===== config.mk =====
export PLATFORM = sky130hd
export DESIGN_NAME = nonlin_unit_flat
export DESIGN_NICKNAME = d
export VERILOG_FILES = /design/src/ssm_pkg.sv /design/src/ssm_ifs.sv /design/src/nonlin_unit.sv /design/src/flat_wrapper.sv
export VERILOG_INCLUDE_DIRS = /design/src /design/src/src
export SDC_FILE = /design/constraint.sdc
export NUM_CORES = 1
export LEC_CHECK = 0
export BUFFER_PORTS_ARGS = -buffer_cell sky130_fd_sc_hd__buf_2
export CELL_PAD_IN_SITES_DETAIL_PLACEMENT = 2
export CELL_PAD_IN_SITES_GLOBAL_PLACEMENT = 2
export CORE_ASPECT_RATIO = 0.75
export CORE_UTILIZATION = 41
export CTS_CLUSTER_SIZE = 40
export DETAILED_ROUTE_END_ITERATION = 12
export HOLD_SLACK_MARGIN = 0.06
export PLACE_DENSITY_LB_ADDON = 0.08
export SYNTH_ARGS = -nofsm -noshare
export SYNTH_HDL_FRONTEND = slang
export SYNTH_SLANG_ARGS = --single-unit

===== constraint.sdc =====
create_clock -name clk -period 9 [get_ports clk]
set_input_delay 0.45 -clock clk [delete_from_list [all_inputs] [get_ports clk]]
set_output_delay 0.45 -clock clk [all_outputs]
set_load 0.01 [all_outputs]

===== src/ssm_params.svh =====
`ifndef SSM_PARAMS_SVH
`define SSM_PARAMS_SVH

// ======================================================================
// fixed point format
// ======================================================================

// word width, signed q8.8
`define SSM_DW 16
// fraction bits
`define SSM_FRAC 8

// ======================================================================
// tile geometry
// ======================================================================

// state lanes carried by one tile
`define SSM_N_TILE 4
// tiles summed into one output channel
`define SSM_TILES_PER_GROUP 2
// groups sharing one set of head scalars
`define SSM_GROUPS_PER_HEAD 2

`endif


===== src/ssm_pkg.sv =====
`include "ssm_params.svh"

package ssm_pkg;

    // one q8.8 word
    typedef logic signed [`SSM_DW-1:0] data_t;

    // lane vector of a tile, lane 0 in the low word
    typedef data_t [`SSM_N_TILE-1:0] tile_vec_t;

    // operation code of the shared nonlinear unit
    typedef enum logic {
        NL_SOFTPLUS = 1'b0,
        NL_EXP      = 1'b1
    } nl_mode_e;

    // head scalar producer FSM
    typedef enum logic [1:0] {
        ST_IDLE = 2'd0,
        ST_REQ  = 2'd1,
        ST_WAIT = 2'd2,
        ST_DONE = 2'd3
    } stage_state_e;

    // tile sequencer FSM
    typedef enum logic [1:0] {
        SC_NEED_COEF = 2'd0,
        SC_WAIT_COEF = 2'd1,
        SC_STREAM    = 2'd2,
        SC_OUT_HOLD  = 2'd3
    } scan_state_e;

endpackage


===== src/ssm_ifs.sv =====
`timescale 1ns/100ps

// request/response channel toward the nonlinear unit
// one outstanding request at most, response is a single pulse
interface nonlin_req_if
    import ssm_pkg::*;
();
    logic     req_valid;
    logic     req_ready;
    nl_mode_e mode;
    data_t    operand;
    logic     rsp_valid;
    data_t    result;

    modport requester (
        output req_valid, mode, operand,
        input  req_ready, rsp_valid, result
    );

    modport server (
        input  req_valid, mode, operand,
        output req_ready, rsp_valid, result
    );
endinterface



===== src/nonlin_unit.sv =====
`timescale 1ns/100ps
`include "ssm_params.svh"

module nonlin_unit
    import ssm_pkg::*;
(
    input  logic clk,
    input  logic rstn,
    nonlin_req_if.server port_s
);
    // 2.0 and 1.0 in q8.8
    localparam data_t SP_KNEE = data_t'(2 <<< `SSM_FRAC);
    localparam data_t ONE     = data_t'(1 <<< `SSM_FRAC);

    logic                         s1_valid_r;
    nl_mode_e                     s1_mode_r;
    data_t                        s1_val_r;
    // result already final after stage 1
    logic                         s1_pass_r;
    data_t                        s1_val_w;
    logic                         s1_pass_w;
    logic signed [2*`SSM_DW-1:0]  sq_w;
    logic                         s2_valid_r;
    data_t                        s2_res_r;
    data_t                        s2_res_w;

    // ======================================================================
    // stage 1 region select and clamp
    // ======================================================================
    always_comb begin
        s1_val_w  = port_s.operand;
        s1_pass_w = 1'b0;
        if (port_s.mode == NL_SOFTPLUS) begin
            if (port_s.operand >= SP_KNEE) begin
                s1_pass_w = 1'b1;
            end else if (port_s.operand <= -SP_KNEE) begin
                s1_val_w  = '0;
                s1_pass_w = 1'b1;
            end else begin
                s1_val_w = port_s.operand + SP_KNEE;
            end
        end else begin
            // exp input kept in [-1.0, 0]
            if (port_s.operand < -ONE) begin
                s1_val_w = -ONE;
            end else if (port_s.operand > data_t'(0)) begin
                s1_val_w = '0;
            end
        end
    end

    // ======================================================================
    // stage 2 quadratic
    // ======================================================================
    assign sq_w = s1_val_r * s1_val_r;

    // softplus (x+2)^2/8, exp 1 + t + t^2/2
    always_comb begin
        if (s1_pass_r) begin
            s2_res_w = s1_val_r;
        end else if (s1_mode_r == NL_SOFTPLUS) begin
            s2_res_w = data_t'(sq_w >>> (`SSM_FRAC + 3));
        end else begin
            s2_res_w = ONE + s1_val_r + data_t'(sq_w >>> (`SSM_FRAC + 1));
        end
    end

    always_ff @(posedge clk or negedge rstn) begin
        if (!rstn) begin
            s1_valid_r <= 1'b0;
            s2_valid_r <= 1'b0;
        end else begin
            s1_valid_r <= port_s.req_valid && port_s.req_ready;
            s2_valid_r <= s1_valid_r;
        end
    end

    always_ff @(posedge clk) begin
        s1_mode_r <= port_s.mode;
        s1_val_r  <= s1_val_w;
        s1_pass_r <= s1_pass_w;
        s2_res_r  <= s2_res_w;
    end

    // one request in flight at a time
    assign port_s.req_ready = !s1_valid_r && !s2_valid_r;
    assign port_s.rsp_valid = s2_valid_r;
    assign port_s.result    = s2_res_r;

endmodule


===== src/flat_wrapper.sv =====
// flat-port wrapper written by rule: the top's interface ports become plain ports
module nonlin_unit_flat import ssm_pkg::*;
  (clk, rstn, port_s_req_valid, port_s_mode, port_s_operand, port_s_req_ready, port_s_rsp_valid, port_s_result);
  nonlin_req_if port_s_i ();
  input  logic clk;
  input  logic rstn;
  input wire logic [$bits(port_s_i.req_valid)-1:0] port_s_req_valid;
  input wire logic [$bits(port_s_i.mode)-1:0] port_s_mode;
  input wire logic [$bits(port_s_i.operand)-1:0] port_s_operand;
  output wire logic [$bits(port_s_i.req_ready)-1:0] port_s_req_ready;
  output wire logic [$bits(port_s_i.rsp_valid)-1:0] port_s_rsp_valid;
  output wire logic [$bits(port_s_i.result)-1:0] port_s_result;
  assign port_s_i.req_valid = port_s_req_valid;
  assign port_s_i.mode = port_s_mode;
  assign port_s_i.operand = port_s_operand;
  assign port_s_req_ready = port_s_i.req_ready;
  assign port_s_rsp_valid = port_s_i.rsp_valid;
  assign port_s_result = port_s_i.result;
  nonlin_unit u_core (.clk(clk), .rstn(rstn), .port_s(port_s_i));
endmodule

==> summary.txt <==
Final period util - 91.5%
EDFF count, synth - 0
Area contributors post-synth - fa_1 39%, ha_1 14%, inv_1 11%
CP dominant cell by count - fa_1
antenna cell count - 0
number of DRC markers in iteration 0 - 346
fillers - 2633
Setup TNS - 0 ps
GRT Overall Usage - 27.0%
CP startpoint - u_core.s1_val_r[3]
H-tree lvl count - 2
CTS Buf Count - 5
RSZ-0062 raised after global routing - false
clk root buf - clkbuf_16
cell taking the most area after synthesis - fa_1
layout cells sized above 1 - 7.48%
Min Clock Period, post-route - 8230 ps
Starting Density - 42.2%
Detail Placement HPWL - 27500 um
port bufs - 37
max-slew violation count - 0
dominant synthesized flop cell - dfxtp_1
mux cell area share after synthesis - 1.35%
Min-Delay Path Class - flop to flop
Die W - 181 um
RePlAce Congestion - 0.835
arrival time at the worst endpoint - 8390 ps
status - finished, final reports clean
grt total ovfl - 0
post-synthesis async set-or-reset flop share - 5.56%
antenna-violating nets left - 0
die area - 0.0246 sq mm
Synth Net Count - 1427
NumNets Final - 1461
FP Rows - 48
cell with the most instances after synthesis - inv_1
core region area - 0.0233 sq mm
Max Cap Violations - 0
DRC viols - 0
largest net degree at the start of global routing - 24
delay of the slowest critical-path stage - 740 ps
FF+latch count, synth - 36
min-delay src - u_core.s1_valid_r
vias in the first global route - 8716
die height - 136 um
simple-gate share of the synthesized area - 11.4%
f_max - 0.121 GHz
Cell Area, Synth - 0.00984 sq mm
commonest cells in the synthesized netlist - 300 x inv_1, 193 x fa_1, 113 x ha_1
share of the synthesized area in the top cell type - 39.2%
Worst slew margin - 32.3%
clk_lat worst skew - 280 ps
final hold slack - 375 ps
reg2reg start - u_core.s1_val_r[3]
Max Root-Sink Buffers - 2
sequential-to-total area share from yosys stat - 7.42%
Yosys Warn Count - 0
first drt pass iteration count - 5
first-pass GRT wire length - 49800 um
final setup fails - 0
I/O pin count - 38
critical path startpoint category - flop
CP max FO - 11
CTS tree - done
worst path required time - 9160 ps
R2R Setup Slk - 770 ps
via/cell ratio - 5.20
utilization after layout - 45.4%
kind of critical path - flop to flop
via count - 7461
slew of the pin with the lowest slew margin - 1010 ps
storage element area - 731 sq um
Clk pin slew, worst setup/hold paths - 60 ps
Post-Synth Adder-Cell Area - 53.6%
drt wl/cell - 21.6 um
Routed WL - 31100 um
post-synthesis cell count - 1101
post-synthesis xor/xnor area fraction - 5.15%
multi-input logic area - 0.00788 sq mm
largest family of logic cells by synthesized area - adder cells
slowest CP cell - dfxtp_1
Synth cell types - 55
clk sinks - 36
post-synthesis compound-gate area fraction - 8.54%
Layout Skew - 6.41 ps
initial antenna violation count - 0
final hold vios - 0
Critical Path End Type - flop
synth-to-layout area growth - 7.54%
mean post-synth cell area - 8.94 sq um
==> worst max-delay path, delay by kind of cell (launching register included) <==
family / cells / cell delay [ps]
buf+inv: 4 / 410
simple gates: 5 / 630
fa+ha+maj: 9 / 3790
compound gates: 8 / 1730
mux: 1 / 150
flops: 1 / 740
xor+xnor: 3 / 630
==> worst paths after layout <==
| kind | to | cells after the start |
|---|---|---|
| worst max-delay path | u_core.port_s.result[14] | 30 |
| worst min-delay path | u_core.port_s.rsp_valid | 0 |
| worst max register to register | u_core.port_s.result[14] | 30 |
| worst min register to register | u_core.port_s.rsp_valid | 0 |
| max in group asynchronous | u_core.s1_valid_r | 2 |
| min in group asynchronous | u_core.port_s.rsp_valid | 2 |
==> cell families after synthesis <==
| kind of cell | Yosys count |
|---|---|
| AND/OR/NAND/NOR | 241 |
| XOR/XNOR | 57 |
| flip-flops | 36 |
| buffers and inverters | 329 |
| AO/OA/AOI/OAI | 119 |
| adder cells (fa/ha/maj) | 306 |
| multiplexers | 13 |
==> sequential cells by signal, summed over array words and instances (netlist names) <==
signal / flops
u_core.port_s.result: 16
u_core.port_s.rsp_valid: 1
u_core.s1_mode_r: 1
u_core.s1_pass_r: 1
u_core.s1_val_r: 16
u_core.s1_valid_r: 1
==> through the flow <==
stage / cells / setup WS [ps] / cell area (sq um)
floorplan: 1101 / 1580 / 9840
global placement: 1427 / 1040 / 10400
detailed placement: 1427 / 762 / 10400
CTS: 1436 / 736 / 10600
global route: 1436 / 309 / 10600
finish: 1436 / 767 / 10600
==> layout by cell type (no fill, tap or decap), types with 4 or more instances in the layout <==
cell type	netlist	routed
inv_1	300	300
nor2_1	50	50
a21oi_1	26	26
fa_1	193	193
nor2b_1	5	5
nand2_1	97	97
buf_4	0	17
o21ai_0	30	30
a211oi_1	7	7
nor3_1	9	9
and2_1	47	47
nand2b_1	7	7
a21o_1	10	10
o21a_1	4	4
xnor2_1	39	39
nand3_1	11	11
dfxtp_1	34	34
nand4_1	4	4
ha_1	113	113
and3_1	4	4
nor4_1	4	4
buf_2	0	37
mux2i_1	11	11
clkbuf_16	0	5
a31o_2	5	5
xor2_1	17	17
==> routing by layer <==
layer	wire length, um	track usage, %	vias up
met5	0	0	-
met3	1360	2.73	23
met2	14100	44.1	149
met1	15300	39.5	3900
met4	268	3.56	0
li1	-	-	3389
==> repair_timing <==
| item | 4_1_cts | 5_1_grt |
|---|---|---|
| resized for setup | 0 | 0 |
| buffers inserted | 0 | 0 |
| endpoints found under the hold margin | 2 | 0 |
| hold buffers | 1 | 0 |
==> area by class of cell <==
type | count | area share (%)
multi-input combinational | 736 | 74.4
inverter | 301 | 10.7
sequential | 36 | 6.90
tap | 300 | 3.55
timing repair buffer | 55 | 3.05
clock buffer | 6 | 1.31
clock inverter | 2 | 0.0946
Power is left out: the tool's default activity adds up to more than one toggle a clock period on the data nets, which glitch-free logic cannot reach.
