$ cat src/ssm_params.svh
`ifndef SSM_PARAMS_SVH
`define SSM_PARAMS_SVH

// ======================================================================
// fixed point format
// ======================================================================

// word width, signed q8.8
`define SSM_DW 16
// fraction bits
`define SSM_FRAC 8

// ======================================================================
// tile geometry
// ======================================================================

// state lanes carried by one tile
`define SSM_N_TILE 4
// tiles summed into one output channel
`define SSM_TILES_PER_GROUP 2
// groups sharing one set of head scalars
`define SSM_GROUPS_PER_HEAD 2

`endif

$ cat src/ssm_pkg.sv
`include "ssm_params.svh"

package ssm_pkg;

    // one q8.8 word
    typedef logic signed [`SSM_DW-1:0] data_t;

    // lane vector of a tile, lane 0 in the low word
    typedef data_t [`SSM_N_TILE-1:0] tile_vec_t;

    // operation code of the shared nonlinear unit
    typedef enum logic {
        NL_SOFTPLUS = 1'b0,
        NL_EXP      = 1'b1
    } nl_mode_e;

    // head scalar producer FSM
    typedef enum logic [1:0] {
        ST_IDLE = 2'd0,
        ST_REQ  = 2'd1,
        ST_WAIT = 2'd2,
        ST_DONE = 2'd3
    } stage_state_e;

    // tile sequencer FSM
    typedef enum logic [1:0] {
        SC_NEED_COEF = 2'd0,
        SC_WAIT_COEF = 2'd1,
        SC_STREAM    = 2'd2,
        SC_OUT_HOLD  = 2'd3
    } scan_state_e;

endpackage

$ cat src/ssm_ifs.sv
`timescale 1ns/100ps

// request/response channel toward the nonlinear unit
// one outstanding request at most, response is a single pulse
interface nonlin_req_if
    import ssm_pkg::*;
();
    logic     req_valid;
    logic     req_ready;
    nl_mode_e mode;
    data_t    operand;
    logic     rsp_valid;
    data_t    result;

    modport requester (
        output req_valid, mode, operand,
        input  req_ready, rsp_valid, result
    );

    modport server (
        input  req_valid, mode, operand,
        output req_ready, rsp_valid, result
    );
endinterface

// head scalars handed to the scan datapath
// each valid drops on coef_req, rises with the new value
interface head_coef_if
    import ssm_pkg::*;
();
    logic  coef_req;
    logic  delta_sp_valid;
    data_t delta_sp;
    logic  dA_valid;
    data_t dA;

    modport consumer (
        output coef_req,
        input  delta_sp, dA_valid, dA
    );

    modport delta_producer (
        input  coef_req,
        output delta_sp_valid, delta_sp
    );

    modport decay_producer (
        input  coef_req, delta_sp_valid, delta_sp,
        output dA_valid, dA
    );
endinterface

$ cat src/decay_stage.sv
`timescale 1ns/100ps
`include "ssm_params.svh"

module decay_stage
    import ssm_pkg::*;
(
    input  logic  clk,
    input  logic  rstn,
    input  data_t a_i,
    head_coef_if.decay_producer coef,
    nonlin_req_if.requester     nl
);
    stage_state_e                 state_r;
    logic signed [2*`SSM_DW-1:0]  dA_full_w;
    // delta_sp * A before exp
    data_t                        dA_tmp_r;
    data_t                        dA_r;
    logic                         start_w;

    // full product, rescaled on capture
    assign dA_full_w = coef.delta_sp * a_i;

    // new softplus value, ignored on the cycle a new head is requested
    assign start_w = (state_r == ST_IDLE) && coef.delta_sp_valid && !coef.coef_req;

    always_ff @(posedge clk or negedge rstn) begin
        if (!rstn) begin
            state_r <= ST_IDLE;
        end else begin
            case (state_r)
                ST_IDLE: begin
                    if (start_w) begin
                        state_r <= ST_REQ;
                    end
                end
                ST_REQ: begin
                    if (nl.req_ready) begin
                        state_r <= ST_WAIT;
                    end
                end
                ST_WAIT: begin
                    if (nl.rsp_valid) begin
                        state_r <= ST_DONE;
                    end
                end
                // dA stays valid for the whole head
                ST_DONE: begin
                    if (coef.coef_req) begin
                        state_r <= ST_IDLE;
                    end
                end
                default: state_r <= ST_IDLE;
            endcase
        end
    end

    always_ff @(posedge clk) begin
        if (start_w) begin
            dA_tmp_r <= data_t'(dA_full_w >>> `SSM_FRAC);
        end
        if (state_r == ST_WAIT && nl.rsp_valid) begin
            dA_r <= nl.result;
        end
    end

    // exp request
    assign nl.req_valid = (state_r == ST_REQ);
    assign nl.mode      = NL_EXP;
    assign nl.operand   = dA_tmp_r;

    assign coef.dA_valid = (state_r == ST_DONE);
    assign coef.dA       = dA_r;

endmodule

$ cat src/flat_wrapper.sv
// flat-port wrapper written by rule: the top's interface ports become plain ports
module decay_stage_flat import ssm_pkg::*;
  (clk, rstn, a_i, coef_coef_req, coef_delta_sp_valid, coef_delta_sp, coef_dA_valid, coef_dA, nl_req_valid, nl_mode, nl_operand, nl_req_ready, nl_rsp_valid, nl_result);
  head_coef_if coef_i ();
  nonlin_req_if nl_i ();
  input  logic clk;
  input  logic rstn;
  input  data_t a_i;
  input wire logic [$bits(coef_i.coef_req)-1:0] coef_coef_req;
  input wire logic [$bits(coef_i.delta_sp_valid)-1:0] coef_delta_sp_valid;
  input wire logic [$bits(coef_i.delta_sp)-1:0] coef_delta_sp;
  output wire logic [$bits(coef_i.dA_valid)-1:0] coef_dA_valid;
  output wire logic [$bits(coef_i.dA)-1:0] coef_dA;
  output wire logic [$bits(nl_i.req_valid)-1:0] nl_req_valid;
  output wire logic [$bits(nl_i.mode)-1:0] nl_mode;
  output wire logic [$bits(nl_i.operand)-1:0] nl_operand;
  input wire logic [$bits(nl_i.req_ready)-1:0] nl_req_ready;
  input wire logic [$bits(nl_i.rsp_valid)-1:0] nl_rsp_valid;
  input wire logic [$bits(nl_i.result)-1:0] nl_result;
  assign coef_i.coef_req = coef_coef_req;
  assign coef_i.delta_sp_valid = coef_delta_sp_valid;
  assign coef_i.delta_sp = coef_delta_sp;
  assign coef_dA_valid = coef_i.dA_valid;
  assign coef_dA = coef_i.dA;
  assign nl_req_valid = nl_i.req_valid;
  assign nl_mode = nl_i.mode;
  assign nl_operand = nl_i.operand;
  assign nl_i.req_ready = nl_req_ready;
  assign nl_i.rsp_valid = nl_rsp_valid;
  assign nl_i.result = nl_result;
  decay_stage u_core (.clk(clk), .rstn(rstn), .a_i(a_i), .coef(coef_i), .nl(nl_i));
endmodule
$ cat config.mk
export PLATFORM = sky130hd
export DESIGN_NAME = decay_stage_flat
export DESIGN_NICKNAME = d
export VERILOG_FILES = /design/src/ssm_pkg.sv /design/src/ssm_ifs.sv /design/src/decay_stage.sv /design/src/flat_wrapper.sv
export VERILOG_INCLUDE_DIRS = /design/src /design/src/src
export SDC_FILE = /design/constraint.sdc
export NUM_CORES = 1
export LEC_CHECK = 0
export BUFFER_PORTS_ARGS = -buffer_cell sky130_fd_sc_hd__buf_2
export CORE_MARGIN = 1
export CORE_UTILIZATION = 30
export CTS_CLUSTER_SIZE = 20
export DETAILED_ROUTE_END_ITERATION = 10
export PLACE_DENSITY = 0.53
export SLEW_MARGIN = 20
export SYNTH_ARGS = -nofsm -noshare
export SYNTH_HDL_FRONTEND = slang
export SYNTH_SLANG_ARGS = --single-unit
$ cat constraint.sdc
create_clock -name clk -period 2.24 [get_ports clk]
set_input_delay 0.336 -clock clk [delete_from_list [all_inputs] [get_ports clk]]
set_output_delay 0.336 -clock clk [all_outputs]
set_load 0.03 [all_outputs]
==> flow_metrics.py <==
metrics = {
    "run_status": {
        "status": "finished, violations left",
        "violations": "negative setup slack",
    },
    "setup_path": {
        "cp-start-kind": "input pin",
        "reg2reg_to": "u_core.nl.operand[10]",
        "cp_slowest_cell": "fa_2",
        "cp_data_required_time_ns": 2.28,
        "path_delay_family": "adder cells",
        "worstSetupEndpointType": "flip-flop",
        "worstPathCellList": "buf_12 -> and2_4 -> fa_1 -> inv_2 -> fa_2 -> fa_2 -> inv_2 -> fa_2 -> fa_1 -> inv_2 -> fa_1 -> inv_2 -> ha_4 -> or3_4 -> a2111oi_4 -> buf_6 -> o311ai_4 -> a21oi_2 -> xnor2_1",
        "reg2reg_slack_ns": 0.77,
        "crit_buf_inv": 6,
        "reg2regPathDepth": 4,
        "crit_arrival_ns": 5.14,
        "critPathKind": "input pin to flip-flop",
        "critical_path.max_fanout": 8,
        "cpMostUsedCell": "inv_2",
        "timing.rr.start": "u_core.state_r[1]",
        "cpPeakStageDelay_ns": 0.57,
    },
    "route": {
        "ant_nets": 0,
        "dr.pass1.iters": 4,
        "drc": 0,
        "via_count": 6349,
        "via_per_inst": 4.275,
        "routed_wl_um": 21610,
        "route.detailed.wl_per_inst_um": 14.55,
        "drtIter0Drc": 194,
    },
    "place": {
        "dp.cells": 1439,
        "dp_hpwl_um": 17890,
        "portBuffers": 87,
        "place_ws_ns": -3.542,
        "gp_congestion": 0.8378,
    },
    "cells_and_area": {
        "instances_no_fill": 1485,
        "layout_commonest_cell": "inv_1",
        "syn_to_final_growth_pct": 36.59,
        "antenna_cells": 0,
        "fin_nets": 1421,
        "layout_common_cells": "inv_1 (216), fa_1 (172), buf_4 (118)",
        "drive_gt1_share_pct": 33.79,
    },
    "worst_hold_path": {
        "holdPathStages": 1,
        "hp-class": "input pin to flip-flop",
        "min_to": "u_core.coef.dA[7]",
        "min_from": "nl_result[7]",
    },
    "global_routing": {
        "antenna_found_initial": 0,
        "gr-usage-met1_pct": 18.79,
        "use_met3_pct": 2.082,
        "grt_start_max_net_pins": 17,
        "grt_pass1_vias": 7250,
        "grt-ovfl-total": 0,
        "grt_pass1_wl_um": 35880,
        "gr-usage-met2_pct": 29.90,
        "busiest_layer": "met2",
        "grt_usage_pct": 16.10,
    },
    "timing": {
        "max_freq_mhz": 196.1,
        "timing.final.crit_period_ns": 5.100,
        "fin_crit_sh_pct": 227.7,
        "rsz0062_at_grt": "true",
        "finalSetupViolCount": 16,
        "skew_ns": 0.005125,
        "hold_viol": 0,
        "drv_slew": 0,
        "fin_ws_ns": -2.860,
    },
    "floorplan": {
        "io_pins": 89,
        "die-area_um2": 29210,
        "row_count": 61,
        "die_h_um": 170.9,
        "start_util_pct": 30.64,
        "core-area_um2": 27930,
        "die_w_um": 170.9,
    },
    "clocking": {
        "cts.sinks": 34,
        "insertion_delay_ns": 0.28,
        "cts.path.max_buffers": 2,
        "htree_num_levels": 2,
        "cts_tree": "done",
        "cts.reportedPaths.clkPinSlew_ns": 0.06,
        "clockRootBuffer": "clkbuf_16",
        "cts_buffers": 5,
    },
    "synth": {
        "ys_seq_elements": 34,
        "ys_seq_area_share_pct": 11.81,
        "yosys_warnings": 0,
        "syn_inst": 901,
        "synth_edf_count": 32,
        "synth.cell_area_um2": 8558,
        "async_reset_ff_share_pct": 5.882,
        "syn_area_per_cell_um2": 9.499,
        "synth.distinct_cells": 40,
        "syn_nets": 1216,
        "synth_top_flop_cell": "edfxtp_1",
    },
    "job": {
        "cap_violations": 0,
    },
}
-- metal layers --
layer | part of all wire (%) | vias up
met4 | 3.2 | 0
met2 | 51 | 137
met3 | 4.2 | 34
met5 | 0 | -
met1 | 41 | 3152
li1 | - | 3026
-- timing repair --
action,in CTS,in global routing
gates cloned,4,2
hold endpoints to repair,2,0
buffers inserted,24,7
resized for setup,164,55
pin swaps,81,55
endpoints found under the setup margin,16,16
hold buffers,1,0
-- flip-flops by register name, indices dropped and copies added, names as in the netlist --
register,count
u_core.coef.dA,16
u_core.nl.operand,16
u_core.state_r,2
-- stage by stage --
stage	hold slack, ns	setup TNS (ns)	cell area (um^2)	util [%]
floorplan	0.04041	-41.09	9037	-
global route	0.2090	-43.11	11690	41.85
finish	0.2264	-41.21	11690	41.85
detailed placement	0.1261	-49.70	10350	37.06
CTS	0.2133	-41.50	11390	40.76
global placement	0.1263	-49.26	10350	37.06
-- cells in the mapped netlist (3+ instances only) --
library cell	n	area share [%]
inv_1	243	11
buf_2	3	0.18
edfxtp_1	32	11
a21oi_1	12	0.70
xnor2_1	27	2.8
nand3_1	6	0.35
fa_1	186	44
o21ai_0	3	0.18
nor2_1	11	0.48
nand2b_1	5	0.37
ha_1	75	11
xor2_1	10	1.0
and2_1	98	7.2
nand2_1	126	5.5
nand4_1	3	0.22
clkbuf_1	31	1.4
a21o_1	3	0.26
-- worst max-delay path by stage --
stage | start | to | cells past startpoint
final | coef_delta_sp[13] | u_core.nl.operand[15] | 19
after global routing | coef_delta_sp[13] | u_core.nl.operand[15] | 19
after CTS | a_i[6] | u_core.nl.operand[10] | 20
after detailed placement | coef_delta_sp[8] | u_core.nl.operand[13] | 21
after global placement | coef_delta_sp[8] | u_core.nl.operand[15] | 21
after floorplan | coef_delta_sp[8] | u_core.nl.operand[15] | 19
-- logic make-up (layout without fill, tap and decap cells) --
kind of cell / after synthesis / after routing / share of synthesized area, %
buf+inv: 278 / 484 / 12.28
fa+ha+maj: 261 / 261 / 54.47
simple gates: 255 / 255 / 14.63
xor+xnor: 37 / 37 / 3.787
compound gates: 35 / 35 / 2.968
flops: 34 / 34 / 11.81
other cells: 1 / 1 / 0.04382
-- layout make-up --
cell class	count	area (um^2)
inverter	243	912.1
tap	378	473.0
fill	2799	16240
sequential	34	1011
timing repair buffer	233	2081
multi-input combinational	589	7043
clock buffer	5	125.1
clock inverter	3	45.04
Power is left out: the tool's default activity adds up to more than one toggle a clock period on the data nets, which glitch-free logic cannot reach.
