File: src/ssm_params.svh
`ifndef SSM_PARAMS_SVH
`define SSM_PARAMS_SVH

// ======================================================================
// fixed point format
// ======================================================================

// word width, signed q8.8
`define SSM_DW 16
// fraction bits
`define SSM_FRAC 8

// ======================================================================
// tile geometry
// ======================================================================

// state lanes carried by one tile
`define SSM_N_TILE 4
// tiles summed into one output channel
`define SSM_TILES_PER_GROUP 2
// groups sharing one set of head scalars
`define SSM_GROUPS_PER_HEAD 2

`endif

File: src/ssm_pkg.sv
`include "ssm_params.svh"

package ssm_pkg;

    // one q8.8 word
    typedef logic signed [`SSM_DW-1:0] data_t;

    // lane vector of a tile, lane 0 in the low word
    typedef data_t [`SSM_N_TILE-1:0] tile_vec_t;

    // operation code of the shared nonlinear unit
    typedef enum logic {
        NL_SOFTPLUS = 1'b0,
        NL_EXP      = 1'b1
    } nl_mode_e;

    // head scalar producer FSM
    typedef enum logic [1:0] {
        ST_IDLE = 2'd0,
        ST_REQ  = 2'd1,
        ST_WAIT = 2'd2,
        ST_DONE = 2'd3
    } stage_state_e;

    // tile sequencer FSM
    typedef enum logic [1:0] {
        SC_NEED_COEF = 2'd0,
        SC_WAIT_COEF = 2'd1,
        SC_STREAM    = 2'd2,
        SC_OUT_HOLD  = 2'd3
    } scan_state_e;

endpackage

File: src/ssm_ifs.sv
`timescale 1ns/100ps

// request/response channel toward the nonlinear unit
// one outstanding request at most, response is a single pulse
interface nonlin_req_if
    import ssm_pkg::*;
();
    logic     req_valid;
    logic     req_ready;
    nl_mode_e mode;
    data_t    operand;
    logic     rsp_valid;
    data_t    result;

    modport requester (
        output req_valid, mode, operand,
        input  req_ready, rsp_valid, result
    );

    modport server (
        input  req_valid, mode, operand,
        output req_ready, rsp_valid, result
    );
endinterface

// head scalars handed to the scan datapath
// each valid drops on coef_req, rises with the new value
interface head_coef_if
    import ssm_pkg::*;
();
    logic  coef_req;
    logic  delta_sp_valid;
    data_t delta_sp;
    logic  dA_valid;
    data_t dA;

    modport consumer (
        output coef_req,
        input  delta_sp, dA_valid, dA
    );

    modport delta_producer (
        input  coef_req,
        output delta_sp_valid, delta_sp
    );

    modport decay_producer (
        input  coef_req, delta_sp_valid, delta_sp,
        output dA_valid, dA
    );
endinterface

File: src/delta_stage.sv
`timescale 1ns/100ps

module delta_stage
    import ssm_pkg::*;
(
    input  logic  clk,
    input  logic  rstn,
    input  data_t dt_i,
    input  data_t dt_bias_i,
    head_coef_if.delta_producer coef,
    nonlin_req_if.requester     nl
);
    stage_state_e state_r;
    // delta of the current head
    data_t        delta_r;
    // softplus(delta), held until the next head
    data_t        delta_sp_r;

    // ======================================================================
    // head FSM
    // ======================================================================
    always_ff @(posedge clk or negedge rstn) begin
        if (!rstn) begin
            state_r <= ST_IDLE;
        end else begin
            case (state_r)
                ST_IDLE, ST_DONE: begin
                    if (coef.coef_req) begin
                        state_r <= ST_REQ;
                    end
                end
                ST_REQ: begin
                    if (nl.req_ready) begin
                        state_r <= ST_WAIT;
                    end
                end
                ST_WAIT: begin
                    if (nl.rsp_valid) begin
                        state_r <= ST_DONE;
                    end
                end
                default: state_r <= ST_IDLE;
            endcase
        end
    end

    // delta = dt + dt_bias, wraps at 16 bits
    always_ff @(posedge clk) begin
        if (coef.coef_req) begin
            delta_r <= dt_i + dt_bias_i;
        end
        if (state_r == ST_WAIT && nl.rsp_valid) begin
            delta_sp_r <= nl.result;
        end
    end

    // softplus request
    assign nl.req_valid = (state_r == ST_REQ);
    assign nl.mode      = NL_SOFTPLUS;
    assign nl.operand   = delta_r;

    assign coef.delta_sp_valid = (state_r == ST_DONE);
    assign coef.delta_sp       = delta_sp_r;

endmodule

File: src/flat_wrapper.sv
// flat-port wrapper written by rule: the top's interface ports become plain ports
module delta_stage_flat import ssm_pkg::*;
  (clk, rstn, dt_i, dt_bias_i, coef_coef_req, coef_delta_sp_valid, coef_delta_sp, nl_req_valid, nl_mode, nl_operand, nl_req_ready, nl_rsp_valid, nl_result);
  head_coef_if coef_i ();
  nonlin_req_if nl_i ();
  input  logic clk;
  input  logic rstn;
  input  data_t dt_i;
  input  data_t dt_bias_i;
  input wire logic [$bits(coef_i.coef_req)-1:0] coef_coef_req;
  output wire logic [$bits(coef_i.delta_sp_valid)-1:0] coef_delta_sp_valid;
  output wire logic [$bits(coef_i.delta_sp)-1:0] coef_delta_sp;
  output wire logic [$bits(nl_i.req_valid)-1:0] nl_req_valid;
  output wire logic [$bits(nl_i.mode)-1:0] nl_mode;
  output wire logic [$bits(nl_i.operand)-1:0] nl_operand;
  input wire logic [$bits(nl_i.req_ready)-1:0] nl_req_ready;
  input wire logic [$bits(nl_i.rsp_valid)-1:0] nl_rsp_valid;
  input wire logic [$bits(nl_i.result)-1:0] nl_result;
  assign coef_i.coef_req = coef_coef_req;
  assign coef_delta_sp_valid = coef_i.delta_sp_valid;
  assign coef_delta_sp = coef_i.delta_sp;
  assign nl_req_valid = nl_i.req_valid;
  assign nl_mode = nl_i.mode;
  assign nl_operand = nl_i.operand;
  assign nl_i.req_ready = nl_req_ready;
  assign nl_i.rsp_valid = nl_rsp_valid;
  assign nl_i.result = nl_result;
  delta_stage u_core (.clk(clk), .rstn(rstn), .dt_i(dt_i), .dt_bias_i(dt_bias_i), .coef(coef_i), .nl(nl_i));
endmodule
File: config.mk
export PLATFORM = sky130hd
export DESIGN_NAME = delta_stage_flat
export DESIGN_NICKNAME = d
export VERILOG_FILES = /design/src/ssm_pkg.sv /design/src/ssm_ifs.sv /design/src/delta_stage.sv /design/src/flat_wrapper.sv
export VERILOG_INCLUDE_DIRS = /design/src /design/src/src
export SDC_FILE = /design/constraint.sdc
export NUM_CORES = 1
export LEC_CHECK = 0
export BUFFER_PORTS_ARGS = -buffer_cell sky130_fd_sc_hd__buf_2
export CAP_MARGIN = 10
export CORE_ASPECT_RATIO = 0.5
export CORE_MARGIN = 2
export CORE_UTILIZATION = 40
export DETAILED_ROUTE_END_ITERATION = 16
export GPL_TIMING_DRIVEN = 0
export PLACE_DENSITY = 0.7
export SLEW_MARGIN = 20
export SYNTH_ARGS = -nofsm -noshare
export SYNTH_HDL_FRONTEND = slang
export SYNTH_SLANG_ARGS = --single-unit
export TNS_END_PERCENT = 50
File: constraint.sdc
create_clock -name clk -period 4.26 [get_ports clk]
set_input_delay 0.213 -clock clk [delete_from_list [all_inputs] [get_ports clk]]
set_output_delay 0.213 -clock clk [all_outputs]
set_load 0.03 [all_outputs]
==> impl_metrics.env <==
export IMPL_outcome="completed"
export IMPL_numCtsBuffers=5
export IMPL_drc=0
export IMPL_cp_required_ns=4.27
export IMPL_met3RoutedLength_um=263
export IMPL_fin_crit_sh_pct=48.8
export IMPL_netlist_area_um2=1880
export IMPL_report_power_total_mw=1.10
export IMPL_r2r_start="u_core.state_r[0]"
export IMPL_tns_ns=0
export IMPL_cts_sinks=34
export IMPL_startpoint_type="input port"
export IMPL_max_slew_margin_pct=56.3
export IMPL_hold_class="input port to flop"
export IMPL_vdd_drop_max_uv=126
export IMPL_antenna_found_initial=0
export IMPL_vias_per_cell=4.81
export IMPL_grt_overflow=0
export IMPL_finalHoldViolCount=0
export IMPL_period_needed_ns=2.08
export IMPL_powerDensity_nw_per_um2=441
export IMPL_hold_start="nl_result[14]"
export IMPL_cts_tree="done"
export IMPL_met2_wirelength_um=1740
export IMPL_crit_arrival_ns=2.09
export IMPL_portBuffers=86
export IMPL_grt_pass1_vias=1407
export IMPL_ys_ff_latch=34
export IMPL_wire_per_inst_um=12.0
export IMPL_path_class="input port to flop"
export IMPL_netlist_top_cells_area="edfxtp_1 (51%), ha_1 (13%), a21oi_1 (4.5%)"
export IMPL_highest_layer="met4"
export IMPL_nNetsFinal=324
export IMPL_area_growth_pct=32.8
export IMPL_dieArea_um2=5310
export IMPL_h_tree_depth=2
export IMPL_die_x_um=101
export IMPL_reg2reg_slack_ns=2.63
export IMPL_worstPathCellList="buf_2 -> ha_1 -> fa_1 -> a21o_2 -> a311o_1 -> a21oi_1 -> o21bai_1 -> xor2_1"
export IMPL_worstPathMaxFanout=3
export IMPL_root_buffer="clkbuf_8"
export IMPL_yosysSeqAreaShare_pct=53.7
export IMPL_worstReg2RegEnd="u_core.state_r[0]"
export IMPL_rsz0062_at_grt="false"
export IMPL_drive_above_1_share_pct=38.9
export IMPL_drtIter0Drc=40
export IMPL_hpwlAfterDp_um=3040
export IMPL_maxCapViolations=0
export IMPL_r2r_cells=4
export IMPL_die_y_um=52.5
export IMPL_slowest_stage="fa_1"
export IMPL_clk_pin_slew_ns=0.06
export IMPL_start_util_pct=42.2
export IMPL_dr_pass1_iters=5
export IMPL_cp_end_kind="flop"
export IMPL_grt_pass1_wl_um=6130
export IMPL_clock_path_buffers=2
export IMPL_critical_path_top_delay_family="compound AO/OA/AOI/OAI gates"
export IMPL_num_vias=1487
export IMPL_pin_count=88
export IMPL_totalWireLength_um=3710
export IMPL_tightest_slew_ns=0.656
export IMPL_fillers=387
export IMPL_ys_warn_count=0
export IMPL_yosysTopAreaCell="edfxtp_1"
export IMPL_wl_met1_um=1690
export IMPL_synthesis_nets=230
export IMPL_num_antenna_cells=0
export IMPL_cp_buffers_inverters=1
export IMPL_skew_ns=0.00234
export IMPL_yosysTopAreaCellShare_pct=51.0
export IMPL_fp_row_count=17
export IMPL_max_stage_delay_ns=0.40
export IMPL_syn_inst=157
export IMPL_postRouteAntennaNets=0
export IMPL_cts_resized_gates=0
export IMPL_leakagePower_nw=1.15
export IMPL_hold_depth=1
export IMPL_track_usage_pct=15.0
export IMPL_synthDistinctLibCells=35
export IMPL_max_freq_mhz=482
export IMPL_synth_avg_cell_area_um2=12.0
export IMPL_clkLatencyLatePin_ns=0.27
export IMPL_report_final_setup_viol=0
export IMPL_maxSlewViolCount=0
export IMPL_grt_start_max_net_pins=18
export IMPL_fp_coreArea_um2=4470
export IMPL_gp_congestion=0.796
export IMPL_hold_path_endpoint="u_core.coef.delta_sp[14]"
==> cells by family (layout without fill, tap and decap cells) <==
| family | Yosys count | in the layout | share of synthesized area, % |
|---|---|---|---|
| other cells | 1 | 1 | 0.199 |
| xor+xnor | 15 | 15 | 6.98 |
| compound gates | 39 | 39 | 13.4 |
| simple gates | 36 | 36 | 8.77 |
| flops | 34 | 34 | 53.7 |
| buf+inv | 10 | 105 | 2.19 |
| mux | 2 | 2 | 1.06 |
| fa+ha+maj | 20 | 20 | 13.7 |
==> state kept, by name, summed over array words and instances, names as in the netlist <==
name	cells
u_core.coef.delta_sp	16
u_core.nl.operand	16
u_core.state_r	2
==> power breakdown <==
| group | internal, mW | switching [mW] |
|---|---|---|
| registers | 0.434 | 0.0187 |
| logic | 0.131 | 0.244 |
| clock network | 0.175 | 0.100 |
==> worst register-to-register path: stages, from the launching register on <==
cell and delay, ns:
dfrtp_1 0.41, inv_1 0.08, ha_1 0.32, a222oi_1 0.50, mux2i_1 0.25
==> worst max path at each step <==
stage	slack (ns)	start	end	cells after the start
floorplan	2.18	dt_bias_i[0]	u_core.nl.operand[10]	7
global placement	1.94	dt_bias_i[0]	u_core.nl.operand[10]	8
detailed placement	1.91	dt_bias_i[0]	u_core.nl.operand[10]	8
CTS	2.20	dt_bias_i[0]	u_core.nl.operand[10]	8
global route	2.12	dt_bias_i[0]	u_core.nl.operand[10]	8
finish	2.18	dt_bias_i[0]	u_core.nl.operand[10]	8
==> layer usage <==
metal	up-vias	track usage [%]
met5	-	0
met4	0	4.73
met3	2	3.87
met2	55	25.6
met1	665	19.0
li1	765	-
==> cell usage in the layout, fill, tap and decap left out, drive strengths merged, types with 6 or more instances in the layout <==
| master | synthesis | layout |
|---|---|---|
| nand3 | 6 | 6 |
| inv | 8 | 8 |
| nor2 | 9 | 9 |
| xor2 | 8 | 8 |
| xnor2 | 7 | 7 |
| a21oi | 17 | 17 |
| nand2 | 12 | 12 |
| buf | 1 | 87 |
| edfxtp | 32 | 32 |
| o21ai | 6 | 6 |
| clkbuf | 1 | 8 |
| ha | 19 | 19 |
==> cells in the mapped netlist, drive strengths merged <==
library cell / count
fa: 1
a31oi: 1
mux2i: 2
a2111o: 1
conb: 1
xnor2: 7
nand3: 6
dfrtp: 2
nor3: 3
o221a: 1
o21ai: 6
and2: 2
a222oi: 1
o211ai: 1
a21oi: 17
ha: 19
and3: 1
nor2b: 2
o21bai: 3
nor2: 9
inv: 8
o22a: 1
a311o: 1
o211a: 1
a22oi: 1
xor2: 8
nand2: 12
buf: 1
a21o: 4
edfxtp: 32
nand3b: 1
clkbuf: 1
==> repair_timing <==
action                                  4_1_cts  5_1_grt
endpoints found under the setup margin        0        0
endpoints found under the hold margin         2        0
buffers inserted                              0        0
hold buffers                                  1        0
==> final cells by class <==
cell class	instances	area, um2	share of cell area (%)
multi-input combinational	113	831	33.2
buffer	2	11.3	0.450
clock inverter	1	30.0	1.20
timing repair buffer	87	440	17.6
clock buffer	7	76.3	3.05
inverter	8	30.0	1.20
tap	57	71.3	2.85
sequential	34	1010	40.4
==> through the flow <==
| stage | hold slack (ns) | instances | utilization (%) | setup WS (ns) | cell area [um2] |
|---|---|---|---|---|---|
| 3_3_place_gp | -0.00192 | 300 | 53.4 | 1.94 | 2380 |
| 6_report | 0.114 | 309 | 56.0 | 2.18 | 2500 |
| 5_1_grt | 0.0948 | 309 | 56.0 | 2.12 | 2500 |
| 4_1_cts | 0.101 | 309 | 56.0 | 2.20 | 2500 |
| 2_1_floorplan | -0.0826 | 157 | - | 2.18 | 1880 |
| 3_5_place_dp | 0.00431 | 300 | 53.4 | 1.91 | 2380 |
No activity file was read; power rests on OpenSTA's default activity.
