$ cat src/ssm_params.svh
`ifndef SSM_PARAMS_SVH
`define SSM_PARAMS_SVH

// ======================================================================
// fixed point format
// ======================================================================

// word width, signed q8.8
`define SSM_DW 16
// fraction bits
`define SSM_FRAC 8

// ======================================================================
// tile geometry
// ======================================================================

// state lanes carried by one tile
`define SSM_N_TILE 4
// tiles summed into one output channel
`define SSM_TILES_PER_GROUP 2
// groups sharing one set of head scalars
`define SSM_GROUPS_PER_HEAD 2

`endif

$ cat src/ssm_pkg.sv
`include "ssm_params.svh"

package ssm_pkg;

    // one q8.8 word
    typedef logic signed [`SSM_DW-1:0] data_t;

    // lane vector of a tile, lane 0 in the low word
    typedef data_t [`SSM_N_TILE-1:0] tile_vec_t;

    // operation code of the shared nonlinear unit
    typedef enum logic {
        NL_SOFTPLUS = 1'b0,
        NL_EXP      = 1'b1
    } nl_mode_e;

    // head scalar producer FSM
    typedef enum logic [1:0] {
        ST_IDLE = 2'd0,
        ST_REQ  = 2'd1,
        ST_WAIT = 2'd2,
        ST_DONE = 2'd3
    } stage_state_e;

    // tile sequencer FSM
    typedef enum logic [1:0] {
        SC_NEED_COEF = 2'd0,
        SC_WAIT_COEF = 2'd1,
        SC_STREAM    = 2'd2,
        SC_OUT_HOLD  = 2'd3
    } scan_state_e;

endpackage

$ cat src/ssm_ifs.sv
`timescale 1ns/100ps

// request/response channel toward the nonlinear unit
// one outstanding request at most, response is a single pulse
interface nonlin_req_if
    import ssm_pkg::*;
();
    logic     req_valid;
    logic     req_ready;
    nl_mode_e mode;
    data_t    operand;
    logic     rsp_valid;
    data_t    result;

    modport requester (
        output req_valid, mode, operand,
        input  req_ready, rsp_valid, result
    );

    modport server (
        input  req_valid, mode, operand,
        output req_ready, rsp_valid, result
    );
endinterface


$ cat src/nonlin_arbiter.sv
`timescale 1ns/100ps

module nonlin_arbiter
    import ssm_pkg::*;
(
    input  logic clk,
    input  logic rstn,
    nonlin_req_if.server    sp_req,
    nonlin_req_if.server    exp_req,
    nonlin_req_if.requester unit
);
    // grant locked from transfer until response
    logic busy_r;
    // owner of the locked grant, 1 = exp side
    logic owner_r;
    // side served last, for round-robin
    logic last_r;
    logic pick_exp_w;

    // both pending, the side not served last wins
    always_comb begin
        if (sp_req.req_valid && exp_req.req_valid) begin
            pick_exp_w = !last_r;
        end else begin
            pick_exp_w = exp_req.req_valid;
        end
    end

    // request toward the unit, mode follows the granted side
    assign unit.req_valid = !busy_r && (sp_req.req_valid || exp_req.req_valid);
    assign unit.mode      = pick_exp_w ? exp_req.mode : sp_req.mode;
    assign unit.operand   = pick_exp_w ? exp_req.operand : sp_req.operand;

    assign sp_req.req_ready  = !busy_r && !pick_exp_w && unit.req_ready;
    assign exp_req.req_ready = !busy_r && pick_exp_w && unit.req_ready;

    // response pulse only to the grant owner
    assign sp_req.rsp_valid  = unit.rsp_valid && !owner_r;
    assign exp_req.rsp_valid = unit.rsp_valid && owner_r;
    assign sp_req.result     = unit.result;
    assign exp_req.result    = unit.result;

    always_ff @(posedge clk or negedge rstn) begin
        if (!rstn) begin
            busy_r  <= 1'b0;
            owner_r <= 1'b0;
            last_r  <= 1'b1;
        end else if (unit.req_valid && unit.req_ready) begin
            busy_r  <= 1'b1;
            owner_r <= pick_exp_w;
        end else if (unit.rsp_valid) begin
            busy_r <= 1'b0;
            last_r <= owner_r;
        end
    end

endmodule

$ cat src/flat_wrapper.sv
// flat-port wrapper written by rule: the top's interface ports become plain ports
module nonlin_arbiter_flat import ssm_pkg::*;
  (clk, rstn, sp_req_req_valid, sp_req_mode, sp_req_operand, sp_req_req_ready, sp_req_rsp_valid, sp_req_result, exp_req_req_valid, exp_req_mode, exp_req_operand, exp_req_req_ready, exp_req_rsp_valid, exp_req_result, unit_req_valid, unit_mode, unit_operand, unit_req_ready, unit_rsp_valid, unit_result);
  nonlin_req_if sp_req_i ();
  nonlin_req_if exp_req_i ();
  nonlin_req_if unit_i ();
  input  logic clk;
  input  logic rstn;
  input wire logic [$bits(sp_req_i.req_valid)-1:0] sp_req_req_valid;
  input wire logic [$bits(sp_req_i.mode)-1:0] sp_req_mode;
  input wire logic [$bits(sp_req_i.operand)-1:0] sp_req_operand;
  output wire logic [$bits(sp_req_i.req_ready)-1:0] sp_req_req_ready;
  output wire logic [$bits(sp_req_i.rsp_valid)-1:0] sp_req_rsp_valid;
  output wire logic [$bits(sp_req_i.result)-1:0] sp_req_result;
  input wire logic [$bits(exp_req_i.req_valid)-1:0] exp_req_req_valid;
  input wire logic [$bits(exp_req_i.mode)-1:0] exp_req_mode;
  input wire logic [$bits(exp_req_i.operand)-1:0] exp_req_operand;
  output wire logic [$bits(exp_req_i.req_ready)-1:0] exp_req_req_ready;
  output wire logic [$bits(exp_req_i.rsp_valid)-1:0] exp_req_rsp_valid;
  output wire logic [$bits(exp_req_i.result)-1:0] exp_req_result;
  output wire logic [$bits(unit_i.req_valid)-1:0] unit_req_valid;
  output wire logic [$bits(unit_i.mode)-1:0] unit_mode;
  output wire logic [$bits(unit_i.operand)-1:0] unit_operand;
  input wire logic [$bits(unit_i.req_ready)-1:0] unit_req_ready;
  input wire logic [$bits(unit_i.rsp_valid)-1:0] unit_rsp_valid;
  input wire logic [$bits(unit_i.result)-1:0] unit_result;
  assign sp_req_i.req_valid = sp_req_req_valid;
  assign sp_req_i.mode = sp_req_mode;
  assign sp_req_i.operand = sp_req_operand;
  assign sp_req_req_ready = sp_req_i.req_ready;
  assign sp_req_rsp_valid = sp_req_i.rsp_valid;
  assign sp_req_result = sp_req_i.result;
  assign exp_req_i.req_valid = exp_req_req_valid;
  assign exp_req_i.mode = exp_req_mode;
  assign exp_req_i.operand = exp_req_operand;
  assign exp_req_req_ready = exp_req_i.req_ready;
  assign exp_req_rsp_valid = exp_req_i.rsp_valid;
  assign exp_req_result = exp_req_i.result;
  assign unit_req_valid = unit_i.req_valid;
  assign unit_mode = unit_i.mode;
  assign unit_operand = unit_i.operand;
  assign unit_i.req_ready = unit_req_ready;
  assign unit_i.rsp_valid = unit_rsp_valid;
  assign unit_i.result = unit_result;
  nonlin_arbiter u_core (.clk(clk), .rstn(rstn), .sp_req(sp_req_i), .exp_req(exp_req_i), .unit(unit_i));
endmodule
$ cat config.mk
export PLATFORM = sky130hd
export DESIGN_NAME = nonlin_arbiter_flat
export DESIGN_NICKNAME = d
export VERILOG_FILES = /design/src/ssm_pkg.sv /design/src/ssm_ifs.sv /design/src/nonlin_arbiter.sv /design/src/flat_wrapper.sv
export VERILOG_INCLUDE_DIRS = /design/src /design/src/src
export SDC_FILE = /design/constraint.sdc
export NUM_CORES = 1
export LEC_CHECK = 0
export ABC_AREA = 1
export BUFFER_PORTS_ARGS = -buffer_cell sky130_fd_sc_hd__buf_2
export CAP_MARGIN = 20
export CELL_PAD_IN_SITES_DETAIL_PLACEMENT = 2
export CELL_PAD_IN_SITES_GLOBAL_PLACEMENT = 2
export CORE_AREA = 2 2 81 83
export CTS_CLUSTER_SIZE = 20
export DETAILED_ROUTE_END_ITERATION = 8
export DIE_AREA = 0 0 83 85
export GPL_TIMING_DRIVEN = 0
export PLACE_DENSITY = 0.83
export RECOVER_POWER = 100
export SYNTH_ARGS = -nofsm -noshare
export SYNTH_HDL_FRONTEND = slang
export SYNTH_SLANG_ARGS = --single-unit
$ cat constraint.sdc
create_clock -name clk -period 1.5 [get_ports clk]
set_input_delay 0.15 -clock clk [delete_from_list [all_inputs] [get_ports clk]]
set_output_delay 0.15 -clock clk [all_outputs]
set_load 0.05 [all_outputs]
==> results of run 1 <==
Yosys cell counts:
cell	instances	area, um^2
nand2_1	59	221
o21ai_0	2	10.0
nor2_2	1	6.26
buf_4	32	240
dfstp_2	1	26.3
nor2_1	2	7.51
buf_6	2	22.5
nand3_1	1	5.00
dfrtp_1	2	50.1
inv_1	6	22.5
nor3_2	1	10.0
nand2_2	1	6.26
buf_12	1	20.0
a21oi_1	1	5.00
inv_2	1	3.75
power groups by stage:
stage               Sequential, mW  Combinational [mW]  Clock, mW
detailed placement           0.123               0.843          0
finish                       0.122                1.08      0.238
global placement             0.121               0.825          0
floorplan                    0.118               0.641          0
CTS                          0.123                1.10      0.244
global route                 0.127                1.14      0.249
layout make-up:
class | instances | area share (%)
Tap cell | 77 | 5.99
Sequential cell | 3 | 4.75
Multi-Input combinational cell | 68 | 24.9
Buffer | 35 | 18.1
Timing Repair Buffer | 99 | 41.7
Inverter | 7 | 1.79
Clock buffer | 4 | 2.80
registers in the layout, indices dropped and copies added, names as in the netlist:
| name | cells |
|---|---|
| u_core.last_r | 1 |
| u_core.busy_r | 1 |
| u_core.owner_r | 1 |
layout by cell type (no fill, tap or decap):
cell | synthesis | layout
buf_12 | 1 | 2
buf_8 | 0 | 13
nor3_4 | 0 | 1
dfstp_2 | 1 | 1
nor2_1 | 2 | 2
inv_4 | 0 | 1
nand2_4 | 0 | 6
nand2_2 | 1 | 30
buf_4 | 32 | 33
nor2_4 | 0 | 1
dfrtp_1 | 2 | 2
nand3_1 | 1 | 1
clkbuf_2 | 0 | 2
buf_6 | 2 | 10
clkbuf_8 | 0 | 3
a21oi_1 | 1 | 1
dlygate4sd3_1 | 0 | 1
nand2_1 | 59 | 24
buf_2 | 0 | 38
inv_1 | 6 | 6
clkbuf_1 | 0 | 35
o21ai_0 | 2 | 2
buf_16 | 0 | 1
worst reg2reg max path, stage by stage, from the launching register on:
cell and delay (ns):
dfstp_2 0.53, nand2_2 0.06, nand2_4 0.10, buf_12 0.14, buf_4 0.11, o21ai_0 0.07
worst min-delay path by stage:
stage	start	end	cells after the start	slack, ns
after floorplan	rstn	u_core.busy_r	0	-0.15
after global placement	rstn	u_core.owner_r	1	-0.05
after detailed placement	rstn	u_core.owner_r	1	-0.05
after CTS	unit_rsp_valid	u_core.busy_r	2	0.18
after global routing	unit_rsp_valid	u_core.busy_r	2	0.21
final	unit_rsp_valid	u_core.busy_r	2	0.18
what timing repair did:
action                                 in CTS  in global routing
pin swaps                                  16                  7
buffers inserted                            4                  0
gates resized for setup                    85                 13
cloned                                      2                  0
endpoints found under the hold margin       3                  0
setup endpoints to repair                  19                 19
hold buffers                                1                  0
routing by layer:
metal	wire length, um	share of wire (%)
met5	0	0
met4	25	0.75
met3	382	11
met2	1900	57
met1	1040	31
per-stage QoR:
stage               area, um^2  hold slack (ns)  utilization, %  TNS [ns]  power [mW]
floorplan                  663           -0.146               -         0       0.759
global placement          1220          -0.0497            19.7         0       0.946
detailed placement        1220          -0.0458            19.7         0       0.966
CTS                       1640            0.184            26.4     -1.70        1.46
global route              1610            0.207            25.9     -1.93        1.51
finish                    1610            0.179            25.9     -1.03        1.44
logic make-up after synthesis:
group	share of synthesized area, %
buf+inv	47.0
simple gates	39.0
compound gates	2.29
flops	11.6
==> impl_metrics.py, run 1 <==
metrics = {
    "setup_path": {
        "cpPeakStageDelay_ns": 0.53,
        "worstPathBufferInverterCount": 3,
        "cp-start-kind": "flop",
        "worst_r2r_endpoint": "u_core.owner_r",
        "end_kind": "output port",
        "critPathKind": "reg2out",
        "cp_max_fo": 10,
        "worstReg2RegStart": "u_core.last_r",
        "cp_slowest_cell": "dfstp_2",
        "path_depth": 7,
        "regToRegSetupSlack_ns": 0.36,
        "cp-endpoint": "unit_operand[12]",
        "crit_arrival_ns": 1.43,
        "crit_family": "flip-flops",
        "startpoint": "u_core.last_r",
        "reg2regPathDepth": 5,
        "crit_required_ns": 1.35,
        "path_cells": "nand2_2 > nand2_4 > inv_4 > buf_8 > nand2_1 > nand2_2 > buf_8",
    },
    "global_routing": {
        "top_usage_layer": "met2",
        "grt-ovfl-total": 0,
        "grt_max_degree": 11,
        "grt.met3_usage_pct": 3.21,
        "grt_pass1_vias": 1135,
        "antenna_found_initial": 0,
        "grt_use_met1_pct": 8.54,
        "grt_usage_pct": 8.81,
        "grt_pass1_wl_mm": 5.04,
        "use_met2_pct": 17.7,
    },
    "clocking": {
        "cts_sinks": 3,
        "cts_root_buffer": "clkbuf_8",
        "cts_buffers": 3,
        "clk_latency_ns": 0.22,
        "clockBufferDepth": 2,
        "clk_pin_slew_ns": 0.03,
        "htree_num_levels": 1,
        "cts_tree": "yes",
    },
    "sta": {
        "slew_headroom_pct": 57.9,
        "period_minus_slack_ns": 1.58,
        "post-route-period-util_pct": 106,
        "tightest_slew_ns": 0.635,
        "finalHoldViolCount": 0,
        "skew_ns": 0.00141,
        "drv_slew": 0,
        "fmax_mhz": 631,
        "worst_slack_ns": -0.0843,
        "finalSetupViolCount": 15,
        "rsz0062_at_grt": "true",
    },
    "final_layout": {
        "fillers": 760,
        "drive_gt1_share_pct": 65.7,
        "register_area_um2": 76.3,
        "area_delta_synth_final_pct": 145,
        "multi_input_area_um2": 400,
        "instances_no_fill": 293,
        "nets": 273,
        "n_antenna_cell": 0,
    },
    "synth": {
        "yosysUniqueCellTypes": 15,
        "ys_seq_area_share_pct": 11.6,
        "netlist_area_um2": 657,
        "syn_inst": 113,
        "ys_ff_latch": 3,
        "synth_nets": 169,
        "yosysWarnings": 0,
        "avgSynthCellArea_um2": 5.81,
    },
    "detailed_routing": {
        "wirelength_mm": 3.35,
        "routedWlPerCell_um": 11.4,
        "dr.pass1.iters": 2,
        "antenna_left": 0,
        "drc": 0,
        "vias": 1074,
        "first_iter_violations": 3,
        "routed_via_density": 3.67,
    },
    "placement": {
        "place.port_buffers": 93,
        "dpl.cell_count": 283,
        "place_congestion": 0.684,
        "place_ws_ns": 0.0130,
        "dp_hpwl_mm": 2.58,
    },
    "power": {
        "clkPwrFrac_pct": 16.6,
        "swShare_pct": 52.4,
        "p_sw_mw": 0.754,
        "internal_power_mw": 0.683,
        "power_frac_seq_pct": 8.5,
        "peakVddDrop_mv": 0.336,
        "leakagePower_nw": 0.860,
        "powerDensity_mw_per_mm2": 894,
        "combPwrFrac_pct": 74.9,
    },
    "run_status": {
        "violations": "setup timing",
        "outcome": "finished with violations",
    },
    "floorplan": {
        "core_mm2": 0.00620,
        "top_level_ports": 110,
        "initial_core_util_pct": 10.6,
        "die_x_um": 83,
        "die_h_um": 85,
        "core.rowCount": 29,
        "dieArea_mm2": 0.00706,
    },
    "hold_path": {
        "hold_class": "in2reg",
    },
    "run": {
        "maxCapViolations": 0,
    },
}
No activity file was read; power rests on OpenSTA's default activity.
==> run 2: changes to the inputs <==
--- a/config.mk
+++ b/config.mk
@@ -12,12 +12,15 @@
 export CELL_PAD_IN_SITES_DETAIL_PLACEMENT = 2
 export CELL_PAD_IN_SITES_GLOBAL_PLACEMENT = 2
 export CORE_AREA = 2 2 81 83
+export CTS_BUF_LIST = sky130_fd_sc_hd__clkbuf_2 sky130_fd_sc_hd__clkbuf_4 sky130_fd_sc_hd__clkbuf_8
 export CTS_CLUSTER_SIZE = 20
 export DETAILED_ROUTE_END_ITERATION = 8
 export DIE_AREA = 0 0 83 85
 export GPL_TIMING_DRIVEN = 0
+export HOLD_SLACK_MARGIN = 0.12
 export PLACE_DENSITY = 0.83
 export RECOVER_POWER = 100
+export SLEW_MARGIN = 40
 export SYNTH_ARGS = -nofsm -noshare
 export SYNTH_HDL_FRONTEND = slang
 export SYNTH_SLANG_ARGS = --single-unit
==> impl_metrics.py, run 2 (same netlist as run 1, synthesis figures left out) <==
metrics = {
    "sta": {
        "period_minus_slack_ns": 1.59,
        "finalHoldViolCount": 0,
        "finalSetupViolCount": 15,
        "worst_slack_ns": -0.0871,
        "tightest_slew_ns": 0.635,
        "skew_ns": 0.00145,
        "slew_headroom_pct": 57.9,
        "fmax_mhz": 630,
        "drv_slew": 0,
        "post-route-period-util_pct": 106,
        "rsz0062_at_grt": "true",
        "fin_tns_setup_ns": -1.07,
    },
    "setup_path": {
        "cp-start-kind": "flop",
        "cpPeakStageDelay_ns": 0.53,
        "reg2regPathDepth": 5,
        "cp_max_fo": 10,
        "path_cells": "nand2_2 > nand2_4 > inv_4 > buf_8 > nand2_1 > nand2_2 > buf_8",
        "crit_required_ns": 1.35,
        "crit_arrival_ns": 1.44,
        "cp_slowest_cell": "dfstp_2",
        "path_depth": 7,
        "crit_family": "flip-flops",
        "critPathKind": "reg2out",
        "worstPathBufferInverterCount": 3,
        "end_kind": "output port",
    },
    "global_routing": {
        "grt_max_degree": 11,
        "grt_usage_pct": 8.87,
        "grt-ovfl-total": 0,
        "grt_pass1_vias": 1132,
        "antenna_found_initial": 0,
        "grt_pass1_wl_mm": 5.04,
    },
    "clocking": {
        "cts_sinks": 3,
        "clk_latency_ns": 0.22,
        "clk_pin_slew_ns": 0.03,
        "cts_buffers": 3,
        "htree_num_levels": 1,
        "cts_root_buffer": "clkbuf_8",
        "clockBufferDepth": 2,
        "cts_tree": "yes",
    },
    "power": {
        "leakagePower_nw": 0.863,
        "peakVddDrop_mv": 0.343,
        "powerDensity_mw_per_mm2": 905,
        "finalPower_mw": 1.46,
    },
    "detailed_routing": {
        "vias": 1074,
        "first_iter_violations": 3,
        "antenna_left": 0,
        "routed_via_density": 3.67,
        "wirelength_mm": 3.37,
        "routedWlPerCell_um": 11.5,
        "drc": 0,
        "dr.pass1.iters": 2,
    },
    "final_layout": {
        "final_common_cell": "buf_2",
        "fillers": 760,
        "nets": 273,
        "register_area_um2": 76.3,
        "area_delta_synth_final_pct": 145,
        "n_antenna_cell": 0,
        "drive_gt1_share_pct": 66.2,
        "multi_input_area_um2": 400,
        "final_cell_mix": "buf_2 (38), clkbuf_1 (34), buf_4 (33), nand2_2 (30), nand2_1 (24)",
        "largestRegisters": "u_core.busy_r (1), u_core.last_r (1), u_core.owner_r (1)",
        "final_cell_area_mm2": 0.00161,
    },
    "floorplan": {
        "core_mm2": 0.00620,
        "top_level_ports": 110,
        "die_h_um": 85,
        "dieArea_mm2": 0.00706,
        "initial_core_util_pct": 10.6,
        "core.rowCount": 29,
        "die_x_um": 83,
    },
    "run_status": {
        "outcome": "finished with violations",
        "violations": "setup timing",
    },
    "placement": {
        "dp_hpwl_mm": 2.58,
        "placed_area_mm2": 0.00122,
        "place.port_buffers": 93,
        "place_congestion": 0.684,
    },
    "hold_path": {
        "holdPathStages": 2,
        "hold_class": "in2reg",
    },
    "run": {
        "maxCapViolations": 0,
    },
}
==> run 2: cell counts in the layout (fill, tap and decap cells not counted) <==
No cell type changed its count.
==> run 2: final timing paths <==
path                                      from                to  slack, ns
worst min register to register   u_core.last_r     u_core.last_r       0.47
max in group asynchronous                 rstn     u_core.last_r       0.98
worst max-delay path             u_core.last_r  unit_operand[12]      -0.09
worst min-delay path            unit_rsp_valid     u_core.busy_r       0.18
min in group asynchronous                 rstn     u_core.busy_r       0.28
worst max register to register   u_core.last_r    u_core.owner_r       0.36
==> run 2: power by group <==
group	total (mW)	internal, mW	switching, mW	leakage (nW)
Clock	0.259	0.200	0.0592	0.0262
Combinational	1.08	0.398	0.679	0.802
Sequential	0.122	0.104	0.0182	0.0353
==> run 2: stage by stage <==
| stage | hold WS (ns) | utilization [%] | instances | worst slack (ns) |
|---|---|---|---|---|
| 3_5_place_dp | -0.0458 | 19.7 | 283 | 0.0130 |
| 4_1_cts | 0.181 | 26.5 | 294 | -0.115 |
| 6_report | 0.177 | 26.0 | 293 | -0.0871 |
| 5_1_grt | 0.206 | 26.0 | 293 | -0.149 |
| 2_1_floorplan | -0.146 | - | 113 | 0.103 |
| 3_3_place_gp | -0.0497 | 19.7 | 283 | 0.0458 |
==> run 2: area by class of cell <==
class / instances / area share, %
buffer: 35 / 18.0
timing repair buffer: 99 / 41.6
clock buffer: 4 / 3.03
sequential: 3 / 4.74
inverter: 7 / 1.79
multi-input combinational: 68 / 24.8
tap: 77 / 5.98
==> run 2: what timing repair did <==
| action | in CTS | in global routing |
|---|---|---|
| setup endpoints to repair | 19 | 19 |
| hold endpoints to repair | 3 | 0 |
| gates cloned | 2 | 0 |
| pin swaps | 16 | 7 |
| hold buffers | 1 | 0 |
| buffers inserted | 4 | 0 |
| gates resized for setup | 85 | 13 |
==> run 2: routing by layer <==
| metal | track usage, % | up-vias | wire [um] | share of wire, % |
|---|---|---|---|---|
| met3 | 3.31 | 4 | 390 | 12 |
| met1 | 8.48 | 486 | 1040 | 31 |
| li1 | - | 511 | - | - |
| met5 | 0 | - | 0 | 0 |
| met4 | 2.24 | 0 | 31 | 0.92 |
| met2 | 17.7 | 73 | 1910 | 57 |
